`config.mk`:
```
export PLATFORM = sky130hd
export DESIGN_NAME = chip
export DESIGN_NICKNAME = d
export VERILOG_FILES = /design/src/chip_pkg.sv /design/src/cpu_reset_gen.sv /design/src/lsab_fifo.sv /design/src/lsab_hub.sv /design/src/wire_link.sv /design/src/chip.sv
export SDC_FILE = /design/constraint.sdc
export NUM_CORES = 1
export LEC_CHECK = 0
export BUFFER_PORTS_ARGS = -buffer_cell sky130_fd_sc_hd__buf_2
export CORE_UTILIZATION = 34
export DETAILED_ROUTE_END_ITERATION = 10
export HOLD_SLACK_MARGIN = 0.05
export PLACE_DENSITY = 0.6
export SLEW_MARGIN = 20
export SYNTH_ARGS = -nofsm -noshare
export SYNTH_HDL_FRONTEND = slang
export SYNTH_HIERARCHICAL = 1
export SYNTH_SLANG_ARGS = --single-unit
```
`constraint.sdc`:
```
create_clock -name CPU_CLK -period 3.5 [get_ports CPU_CLK]
set_input_delay 0.175 -clock CPU_CLK [delete_from_list [all_inputs] [get_ports CPU_CLK]]
set_output_delay 0.175 -clock CPU_CLK [all_outputs]
set_load 0.01 [all_outputs]
```
`src/chip_pkg.sv`:
```
package chip_pkg;

  // data path widths
  localparam int WORD_W = 32;
  localparam int ANC_W = 2;

  // host FIFOs
  localparam int FIFO_DEPTH = 8;
  localparam int FIFO_AW = 3;

  // serial framing: start, 32 data bits LSB first, even parity, stop
  localparam int BIT_CYCLES = 4;
  localparam int BIT_CW = $clog2(BIT_CYCLES);
  localparam int FRAME_BITS = 35;
  localparam int IDX_W = $clog2(FRAME_BITS);

  // transmit compares the looped-back line two cycles into each bit
  localparam int TX_CHECK_CYC = BIT_CYCLES / 2;
  // receive sampling point, counted from the synchronized start edge
  localparam int RX_SAMPLE_CYC = BIT_CYCLES / 2 - 1;

  // core reset is released when the top counter bit sets
  localparam int RST_CNT_W = 6;

  // anc bit 0 is parity good, bit 1 is stop bit good
  typedef struct packed {
    logic [ANC_W-1:0]  anc;
    logic [WORD_W-1:0] data;
  } recv_entry_t;

endpackage

```
`src/cpu_reset_gen.sv`:
```
`timescale 1ns/100ps

module cpu_reset_gen (
  input  logic CPU_CLK,
  input  logic RST,
  output logic cpu_rst_n
);
  import chip_pkg::*;

  logic [RST_CNT_W-1:0] rst_count;

  // the top bit doubles as the release flag and stops the count
  assign cpu_rst_n = rst_count[RST_CNT_W-1];

  always_ff @(posedge CPU_CLK) begin
    if (!RST) begin
      rst_count <= '0;
    end else if (!cpu_rst_n) begin
      rst_count <= rst_count + 1'b1;
    end
  end

endmodule

```
`src/lsab_fifo.sv`:
```
`timescale 1ns/100ps

module lsab_fifo #(
  parameter type payload_t = logic [chip_pkg::WORD_W-1:0]
) (
  input  logic     CPU_CLK,
  input  logic     cpu_rst_n,
  input  logic     push,
  input  payload_t push_data,
  input  logic     pop,
  output payload_t head_data,
  output logic     empty,
  output logic     full
);
  import chip_pkg::*;

  payload_t           mem [FIFO_DEPTH];
  logic [FIFO_AW-1:0] wr_ptr;
  logic [FIFO_AW-1:0] rd_ptr;
  logic [FIFO_AW:0]   count;

  assign empty = (count == '0);
  assign full = (count == (FIFO_AW + 1)'(FIFO_DEPTH));
  // show-ahead, the oldest entry is always on the output
  assign head_data = mem[rd_ptr];

  always_ff @(posedge CPU_CLK) begin
    if (push) begin
      mem[wr_ptr] <= push_data;
    end
  end

  always_ff @(posedge CPU_CLK) begin
    if (!cpu_rst_n) begin
      wr_ptr <= '0;
      rd_ptr <= '0;
      count <= '0;
    end else begin
      if (push) begin
        wr_ptr <= wr_ptr + 1'b1;
      end
      if (pop) begin
        rd_ptr <= rd_ptr + 1'b1;
      end
      case ({push, pop})
        2'b10:   count <= count + 1'b1;
        2'b01:   count <= count - 1'b1;
        default: count <= count;
      endcase
    end
  end

  // the owner gates its strobes, so these only fire on a broken caller
  a_no_push_full: assert property (@(posedge CPU_CLK) disable iff (!cpu_rst_n)
    !(push && full));
  a_no_pop_empty: assert property (@(posedge CPU_CLK) disable iff (!cpu_rst_n)
    !(pop && empty));

endmodule

```
`src/lsab_hub.sv`:
```
`timescale 1ns/100ps

module lsab_hub (
  input  logic                       CPU_CLK,
  input  logic                       cpu_rst_n,
  input  logic                       host_send_valid,
  input  logic [chip_pkg::WORD_W-1:0] host_send_data,
  output logic                       host_send_full,
  input  logic                       host_recv_pop,
  output logic [chip_pkg::WORD_W-1:0] host_recv_data,
  output logic [chip_pkg::ANC_W-1:0]  host_recv_anc,
  output logic                       host_recv_empty,
  output logic                       host_irq,
  input  logic                       host_irq_ack,
  output logic                       host_err,
  input  logic                       host_err_ack,
  output logic                       send_ready,
  output logic [chip_pkg::WORD_W-1:0] send_data,
  input  logic                       link_read,
  input  logic                       link_write,
  input  logic [chip_pkg::WORD_W-1:0] recv_data,
  input  logic [chip_pkg::ANC_W-1:0]  recv_anc,
  input  logic                       link_irq,
  input  logic                       link_collision,
  output logic                       link_collision_ack
);
  import chip_pkg::*;

  logic        send_push;
  logic        send_pop;
  logic        send_empty;
  logic        recv_push;
  logic        recv_pop;
  logic        recv_full;
  recv_entry_t recv_in;
  recv_entry_t recv_head;

  // a strobe that meets a full FIFO is simply dropped
  assign send_push = host_send_valid && !host_send_full;
  assign send_pop = link_read && !send_empty;
  assign send_ready = !send_empty;

  lsab_fifo #(.payload_t(logic [WORD_W-1:0])) u_send_fifo (
    .CPU_CLK   (CPU_CLK),
    .cpu_rst_n (cpu_rst_n),
    .push      (send_push),
    .push_data (host_send_data),
    .pop       (send_pop),
    .head_data (send_data),
    .empty     (send_empty),
    .full      (host_send_full)
  );

  assign recv_in = '{anc: recv_anc, data: recv_data};
  assign recv_push = link_write && !recv_full;
  assign recv_pop = host_recv_pop && !host_recv_empty;
  assign host_recv_data = recv_head.data;
  assign host_recv_anc = recv_head.anc;

  lsab_fifo #(.payload_t(recv_entry_t)) u_recv_fifo (
    .CPU_CLK   (CPU_CLK),
    .cpu_rst_n (cpu_rst_n),
    .push      (recv_push),
    .push_data (recv_in),
    .pop       (recv_pop),
    .head_data (recv_head),
    .empty     (host_recv_empty),
    .full      (recv_full)
  );

  // a new bad frame beats an acknowledge in the same cycle
  always_ff @(posedge CPU_CLK) begin
    if (!cpu_rst_n) begin
      host_irq <= 1'b0;
    end else if (link_irq) begin
      host_irq <= 1'b1;
    end else if (host_irq_ack) begin
      host_irq <= 1'b0;
    end
  end

  assign host_err = link_collision;
  assign link_collision_ack = host_err_ack;

endmodule

```
`src/wire_link.sv`:
```
`timescale 1ns/100ps

module wire_link (
  input  logic                       CPU_CLK,
  input  logic                       cpu_rst_n,
  input  logic                       wire_rx,
  output logic                       wire_tx,
  input  logic                       send_ready,
  input  logic [chip_pkg::WORD_W-1:0] send_data,
  output logic                       link_read,
  output logic                       link_write,
  output logic [chip_pkg::WORD_W-1:0] recv_data,
  output logic [chip_pkg::ANC_W-1:0]  recv_anc,
  output logic                       link_irq,
  output logic                       link_collision,
  input  logic                       link_collision_ack
);
  import chip_pkg::*;

  typedef enum logic {TX_IDLE, TX_FRAME} tx_state_t;
  typedef enum logic {RX_IDLE, RX_FRAME} rx_state_t;

  tx_state_t             tx_state;
  logic [BIT_CW-1:0]     tx_cyc;
  logic [IDX_W-1:0]      tx_idx;
  logic [FRAME_BITS-1:0] tx_frame;
  logic                  tx_start;
  logic                  tx_bit_end;
  logic                  tx_mismatch;

  rx_state_t             rx_state;
  logic                  rx_meta;
  logic                  rx_sync;
  logic                  rx_prev;
  logic [BIT_CW-1:0]     rx_cyc;
  logic [IDX_W-1:0]      rx_idx;
  logic                  rx_par;
  logic                  rx_sample;
  logic [WORD_W-1:0]     rx_shift;
  recv_entry_t           rx_entry;

  assign tx_start = (tx_state == TX_IDLE) && send_ready && !link_collision;
  assign link_read = tx_start;
  assign tx_bit_end = (tx_cyc == BIT_CW'(BIT_CYCLES - 1));
  // rx_sync lags wire_tx by two cycles, so mid-bit it shows the bit now on the line
  assign tx_mismatch = (tx_state == TX_FRAME) && (tx_cyc == BIT_CW'(TX_CHECK_CYC)) &&
                       (rx_sync != tx_frame[0]);
  assign wire_tx = (tx_state == TX_FRAME) ? tx_frame[0] : 1'b1;

  always_ff @(posedge CPU_CLK) begin
    if (!cpu_rst_n) begin
      tx_state <= TX_IDLE;
      tx_cyc <= '0;
      tx_idx <= '0;
    end else if (tx_start) begin
      tx_state <= TX_FRAME;
      tx_cyc <= '0;
      tx_idx <= '0;
    end else if (tx_state == TX_FRAME) begin
      tx_cyc <= tx_bit_end ? '0 : tx_cyc + 1'b1;
      if (tx_mismatch) begin
        tx_state <= TX_IDLE;
      end else if (tx_bit_end) begin
        tx_idx <= tx_idx + 1'b1;
        if (tx_idx == IDX_W'(FRAME_BITS - 1)) begin
          tx_state <= TX_IDLE;
        end
      end
    end
  end

  // frame bit 0 is the start bit, shifted out first
  always_ff @(posedge CPU_CLK) begin
    if (tx_start) begin
      tx_frame <= {1'b1, ^send_data, send_data, 1'b0};
    end else if (tx_state == TX_FRAME && tx_bit_end) begin
      tx_frame <= {1'b1, tx_frame[FRAME_BITS-1:1]};
    end
  end

  always_ff @(posedge CPU_CLK) begin
    if (!cpu_rst_n) begin
      link_collision <= 1'b0;
    end else if (tx_mismatch) begin
      link_collision <= 1'b1;
    end else if (link_collision_ack) begin
      link_collision <= 1'b0;
    end
  end

  always_ff @(posedge CPU_CLK) begin
    if (!cpu_rst_n) begin
      rx_meta <= 1'b1;
      rx_sync <= 1'b1;
      rx_prev <= 1'b1;
    end else begin
      rx_meta <= wire_rx;
      rx_sync <= rx_meta;
      rx_prev <= rx_sync;
    end
  end

  assign rx_sample = (rx_state == RX_FRAME) && (rx_cyc == BIT_CW'(RX_SAMPLE_CYC));

  always_ff @(posedge CPU_CLK) begin
    if (!cpu_rst_n) begin
      rx_state <= RX_IDLE;
      rx_cyc <= '0;
      rx_idx <= '0;
      rx_par <= 1'b0;
      link_write <= 1'b0;
      link_irq <= 1'b0;
    end else begin
      link_write <= 1'b0;
      link_irq <= 1'b0;
      if (rx_state == RX_IDLE) begin
        rx_cyc <= '0;
        rx_idx <= '0;
        rx_par <= 1'b0;
        if (rx_prev && !rx_sync) begin
          rx_state <= RX_FRAME;
        end
      end else begin
        rx_cyc <= (rx_cyc == BIT_CW'(BIT_CYCLES - 1)) ? '0 : rx_cyc + 1'b1;
        if (rx_sample) begin
          rx_idx <= rx_idx + 1'b1;
          if (rx_idx == '0) begin
            // start bit gone high by mid-bit was only a glitch
            if (rx_sync) begin
              rx_state <= RX_IDLE;
            end
          end else if (rx_idx == IDX_W'(FRAME_BITS - 1)) begin
            link_write <= 1'b1;
            link_irq <= rx_par || !rx_sync;
            rx_state <= RX_IDLE;
          end else begin
            rx_par <= rx_par ^ rx_sync;
          end
        end
      end
    end
  end

  always_ff @(posedge CPU_CLK) begin
    if (rx_sample && rx_idx >= IDX_W'(1) && rx_idx <= IDX_W'(WORD_W)) begin
      rx_shift <= {rx_sync, rx_shift[WORD_W-1:1]};
    end
    if (rx_sample && rx_idx == IDX_W'(FRAME_BITS - 1)) begin
      rx_entry.data <= rx_shift;
      rx_entry.anc <= {rx_sync, !rx_par};
    end
  end

  assign recv_data = rx_entry.data;
  assign recv_anc = rx_entry.anc;

  a_no_start_in_collision: assert property (@(posedge CPU_CLK) disable iff (!cpu_rst_n)
    (tx_state == TX_IDLE && link_collision) |=> (tx_state == TX_IDLE));

endmodule

```
`src/chip.sv`:
```
`timescale 1ns/100ps

module chip (
  input  logic                       CPU_CLK,
  input  logic                       RST,
  input  logic                       wire_rx,
  output logic                       wire_tx,
  input  logic                       host_send_valid,
  input  logic [chip_pkg::WORD_W-1:0] host_send_data,
  output logic                       host_send_full,
  input  logic                       host_recv_pop,
  output logic [chip_pkg::WORD_W-1:0] host_recv_data,
  output logic [chip_pkg::ANC_W-1:0]  host_recv_anc,
  output logic                       host_recv_empty,
  output logic                       host_irq,
  input  logic                       host_irq_ack,
  output logic                       host_err,
  input  logic                       host_err_ack
);
  import chip_pkg::*;

  logic              cpu_rst_n;
  logic              send_ready;
  logic [WORD_W-1:0] send_data;
  logic              link_read;
  logic              link_write;
  logic [WORD_W-1:0] recv_data;
  logic [ANC_W-1:0]  recv_anc;
  logic              link_irq;
  logic              link_collision;
  logic              link_collision_ack;

  cpu_reset_gen u_reset_gen (
    .CPU_CLK   (CPU_CLK),
    .RST       (RST),
    .cpu_rst_n (cpu_rst_n)
  );

  lsab_hub u_hub (
    .CPU_CLK            (CPU_CLK),
    .cpu_rst_n          (cpu_rst_n),
    .host_send_valid    (host_send_valid),
    .host_send_data     (host_send_data),
    .host_send_full     (host_send_full),
    .host_recv_pop      (host_recv_pop),
    .host_recv_data     (host_recv_data),
    .host_recv_anc      (host_recv_anc),
    .host_recv_empty    (host_recv_empty),
    .host_irq           (host_irq),
    .host_irq_ack       (host_irq_ack),
    .host_err           (host_err),
    .host_err_ack       (host_err_ack),
    .send_ready         (send_ready),
    .send_data          (send_data),
    .link_read          (link_read),
    .link_write         (link_write),
    .recv_data          (recv_data),
    .recv_anc           (recv_anc),
    .link_irq           (link_irq),
    .link_collision     (link_collision),
    .link_collision_ack (link_collision_ack)
  );

  wire_link u_link (
    .CPU_CLK            (CPU_CLK),
    .cpu_rst_n          (cpu_rst_n),
    .wire_rx            (wire_rx),
    .wire_tx            (wire_tx),
    .send_ready         (send_ready),
    .send_data          (send_data),
    .link_read          (link_read),
    .link_write         (link_write),
    .recv_data          (recv_data),
    .recv_anc           (recv_anc),
    .link_irq           (link_irq),
    .link_collision     (link_collision),
    .link_collision_ack (link_collision_ack)
  );

endmodule

```
==> flow_metrics.env <==
export IMPL_postSynthRegisterBits=686
export IMPL_netlist_cell_type_count=47
export IMPL_routed_via_density=4.82
export IMPL_chip_height_um=281
export IMPL_h_tree_depth=3
export IMPL_cpPeakStageDelay_ps=600
export IMPL_holdCritStartpoint="host_recv_pop"
export IMPL_worstSetupEndpointType="flip-flop"
export IMPL_flow_area_growth_from_synthesis_pct=16.7
export IMPL_cells_along_the_critical_path="buf_12 -> mux4_1 -> mux2_2 -> xnor2_1 -> xnor2_1 -> xnor2_1 -> xnor2_1 -> xnor2_1 -> a21boi_0"
export IMPL_final_min_period_over_clock_period_pct=83.4
export IMPL_hold_class="in -> reg"
export IMPL_worst_slew_pin_transition_ps=878
export IMPL_worst_ep_arrival_time_ps=3240
export IMPL_max_cap_violations=0
export IMPL_syn_instance_count=1244
export IMPL_criticalPathCategory="reg -> reg"
export IMPL_drc_errors=0
export IMPL_hold_viol_final=0
export IMPL_clock_tree_from_tritoncts="built"
export IMPL_synth_async_sr_flop_share_pct=0
export IMPL_dp_cells=2337
export IMPL_cpMostUsedCell="sky130_fd_sc_hd__xnor2_1"
export IMPL_globalplace_congestion=0.685
export IMPL_layout_area_seq_mm2=0.0200
export IMPL_synth_net_count=1306
export IMPL_design_core_area_mm2=0.0773
export IMPL_setup_total_negative_slack_ps=0
export IMPL_synthDominantCellAreaShare_pct=70.9
export IMPL_hold_bufs_at_cts=36
export IMPL_outcome="complete, no violations"
export IMPL_slew_violations=0
export IMPL_cts_repair_resized=0
export IMPL_cts_root_buf="sky130_fd_sc_hd__clkbuf_16"
export IMPL_die_area_mm2=0.0792
export IMPL_rsz0062_at_grt="false"
export IMPL_yosysSeqAreaShare_pct=75.4
export IMPL_nets=1469
export IMPL_timing_clock_skew_ps=27.4
export IMPL_track_usage_pct=12.9
export IMPL_number_of_antenna_violations_at_the_first_check_in_global_routing=3
export IMPL_vias=12048
export IMPL_route_detailed_wl_per_inst_um=20.2
export IMPL_area_of_the_multi_input_gates_mm2=0.00628
export IMPL_initialDrtViolationCount=841
export IMPL_max_vdd_ir_drop_uv=451
export IMPL_clock_sinks=686
export IMPL_io_pin_count=78
export IMPL_max_fanout_on_critical_path=41
export IMPL_post_synth_top_area_cell="sky130_fd_sc_hd__edfxtp_1"
export IMPL_number_of_global_route_vias_before_repair=12960
export IMPL_floorplan_die_width_um=281
export IMPL_netlist_area_mm2=0.0265
export IMPL_portBuffers=77
export IMPL_cts_inserted_buffers=72
export IMPL_final_period_minus_worst_setup_slack_ps=2920
export IMPL_grt_overflow_total=0
export IMPL_grt_pass1_wl_um=77200
export IMPL_hold_slack_ps=153
export IMPL_synthTopCellsByArea="sky130_fd_sc_hd__edfxtp_1 71%, sky130_fd_sc_hd__mux4_2 6.8%, sky130_fd_sc_hd__mux4_1 5.1%"
export IMPL_critical_path_slowest_cell="sky130_fd_sc_hd__mux4_1"
export IMPL_edff_count_synth=627
export IMPL_max_clk_rate_mhz=343
export IMPL_ys_flop_type="sky130_fd_sc_hd__edfxtp_1"
export IMPL_yosys_warnings=6
export IMPL_starting_density_pct=34.3
export IMPL_power_static_leakage_nw=10.8
export IMPL_postCtsSetupRepairBufs=0
export IMPL_ctsLongestPathBuffers=3
export IMPL_fillers=6862
export IMPL_power_density_mw_per_mm2=530
export IMPL_timing_critical_path_required_ps=3820
export IMPL_postPlaceCellArea_mm2=0.0284
export IMPL_routed_wirelength_um=50400
export IMPL_report_final_setup_viol=0
export IMPL_detail_route_antenna_nets=0
export IMPL_hpwl_um=27100
export IMPL_firstDrtPassIters=4
export IMPL_critPathLaunchType="flip-flop"
export IMPL_post_route_cells_drive_above_1_share_pct=26.1
export IMPL_synth_area_per_cell_um2=21.3
export IMPL_design_area_mm2=0.0310
export IMPL_fin_util_pct=40.1
export IMPL_rows=102
export IMPL_maxSlewHeadroom_pct=41.4
export IMPL_finish_cell_count_without_fillers=2501
export IMPL_largest_net_degree_at_the_start_of_global_routing=69
export IMPL_clock_latency_on_the_worst_skew_pair_ps=610
export IMPL_clkSlewWorstSetupHoldPaths_ps=60
power by group:
part           internal (mW)  switching, mW
clock                   4.20           3.06
combinational          0.138          0.137
sequential              8.88        0.00811
total                   13.2           3.20
synth_stat cells (5+ instances only):
master and instances:
sky130_fd_sc_hd__edfxtp_1 627, sky130_fd_sc_hd__mux4_2 80, sky130_fd_sc_hd__dfxtp_1 59, sky130_fd_sc_hd__mux4_1 52, sky130_fd_sc_hd__mux2_2 48, sky130_fd_sc_hd__xnor2_1 38
sky130_fd_sc_hd__a22o_1 33, sky130_fd_sc_hd__nor2_1 29, sky130_fd_sc_hd__nand2_1 24, sky130_fd_sc_hd__ha_1 23, sky130_fd_sc_hd__clkbuf_1 22, sky130_fd_sc_hd__xor2_1 21
sky130_fd_sc_hd__mux2_4 20, sky130_fd_sc_hd__and2_1 19, sky130_fd_sc_hd__buf_2 19, sky130_fd_sc_hd__nor2b_1 16, sky130_fd_sc_hd__nand2b_1 15, sky130_fd_sc_hd__mux2i_1 11
sky130_fd_sc_hd__inv_1 10, sky130_fd_sc_hd__buf_6 9, sky130_fd_sc_hd__nor3_1 8, sky130_fd_sc_hd__o21ai_0 8, sky130_fd_sc_hd__a21oi_1 5, sky130_fd_sc_hd__nand4_1 5
sky130_fd_sc_hd__nor4b_1 5
path summary, 6_finish.rpt:
| check | end | slack [ps] | cells past startpoint |
|---|---|---|---|
| worst max-delay path | u_link/tx_frame[33]$_DFFE_PP_ | 580 | 9 |
| worst min-delay path | flip-flop | 150 | 4 |
| worst max register to register | u_link/tx_frame[33]$_DFFE_PP_ | 580 | 9 |
| worst min register to register | u_link/rx_sync$_SDFF_PN1_ | 410 | 1 |
cells by family after synthesis:
group	share of synthesized area [%]
XOR/XNOR	1.95
adder cells (fa/ha/maj)	1.08
buffers and inverters	1.52
multiplexers	15.5
AND/OR/NAND/NOR	2.84
AO/OA/AOI/OAI	1.72
flip-flops	75.4
cell type report:
| type | instances | area share (%) |
|---|---|---|
| inverters | 10 | 0.121 |
| clock buffers | 90 | 6.17 |
| flip-flops and latches | 686 | 64.6 |
| repair buffers | 147 | 3.55 |
| clock inverters | 37 | 1.10 |
| diodes | 1 | 0.00807 |
| well taps | 1040 | 4.20 |
| multi-input cells | 490 | 20.3 |
flip-flops by register name, indices dropped and copies added, names as in the netlist, 4 cells and up, named ones only:
signal / flops
u_hub/u_recv_fifo/count: 4
u_hub/u_recv_fifo/mem: 272
u_hub/u_send_fifo/count: 4
u_hub/u_send_fifo/mem: 256
u_link/recv_data: 32
u_link/rx_idx: 6
u_link/rx_shift: 32
u_link/tx_frame: 34
u_link/tx_idx: 6
u_reset_gen/rst_count: 6
layer usage:
layer,vias up,routed length (um),GRT usage [%]
met5,-,20,0
met4,4,1000,3.75
met3,80,1910,2.40
met2,208,26200,23.3
met1,6337,21300,15.8
li1,5419,-,-
critical path, delay by kind of cell (launching register included):
family | cells | cell delay (ps)
mux | 2 | 900
compound gates | 1 | 100
buf+inv | 1 | 300
xor+xnor | 5 | 950
flops | 1 | 370
per-stage QoR:
stage,power [mW],setup slack (ps)
final,16.4,580
after global routing,16.9,455
after CTS,16.6,541
after detailed placement,9.30,546
after global placement,9.30,571
after floorplan,9.21,518
cell usage in the layout (no fill, tap or decap), types with 5 or more instances in the layout:
cell type / instances
sky130_fd_sc_hd__nor2_1: 17
sky130_fd_sc_hd__buf_4: 26
sky130_fd_sc_hd__mux4_2: 80
sky130_fd_sc_hd__clkbuf_1: 16
sky130_fd_sc_hd__o21ai_0: 8
sky130_fd_sc_hd__mux2_4: 20
sky130_fd_sc_hd__ha_1: 23
sky130_fd_sc_hd__nor2_4: 12
sky130_fd_sc_hd__mux2i_1: 11
sky130_fd_sc_hd__nand2b_1: 15
sky130_fd_sc_hd__a22o_1: 33
sky130_fd_sc_hd__buf_12: 8
sky130_fd_sc_hd__dlygate4sd3_1: 36
sky130_fd_sc_hd__edfxtp_1: 627
sky130_fd_sc_hd__mux2_2: 48
sky130_fd_sc_hd__nor2b_1: 16
sky130_fd_sc_hd__dfxtp_1: 54
sky130_fd_sc_hd__mux4_1: 52
sky130_fd_sc_hd__clkbuf_16: 74
sky130_fd_sc_hd__nand2_1: 24
sky130_fd_sc_hd__inv_1: 10
sky130_fd_sc_hd__clkinv_1: 16
sky130_fd_sc_hd__clkinv_2: 8
sky130_fd_sc_hd__nand4_1: 5
sky130_fd_sc_hd__buf_2: 77
sky130_fd_sc_hd__xor2_1: 21
sky130_fd_sc_hd__nor4b_1: 5
sky130_fd_sc_hd__a21oi_1: 5
sky130_fd_sc_hd__and2_1: 18
sky130_fd_sc_hd__xnor2_1: 38
Note: power is estimated with default switching activity, not from simulation.
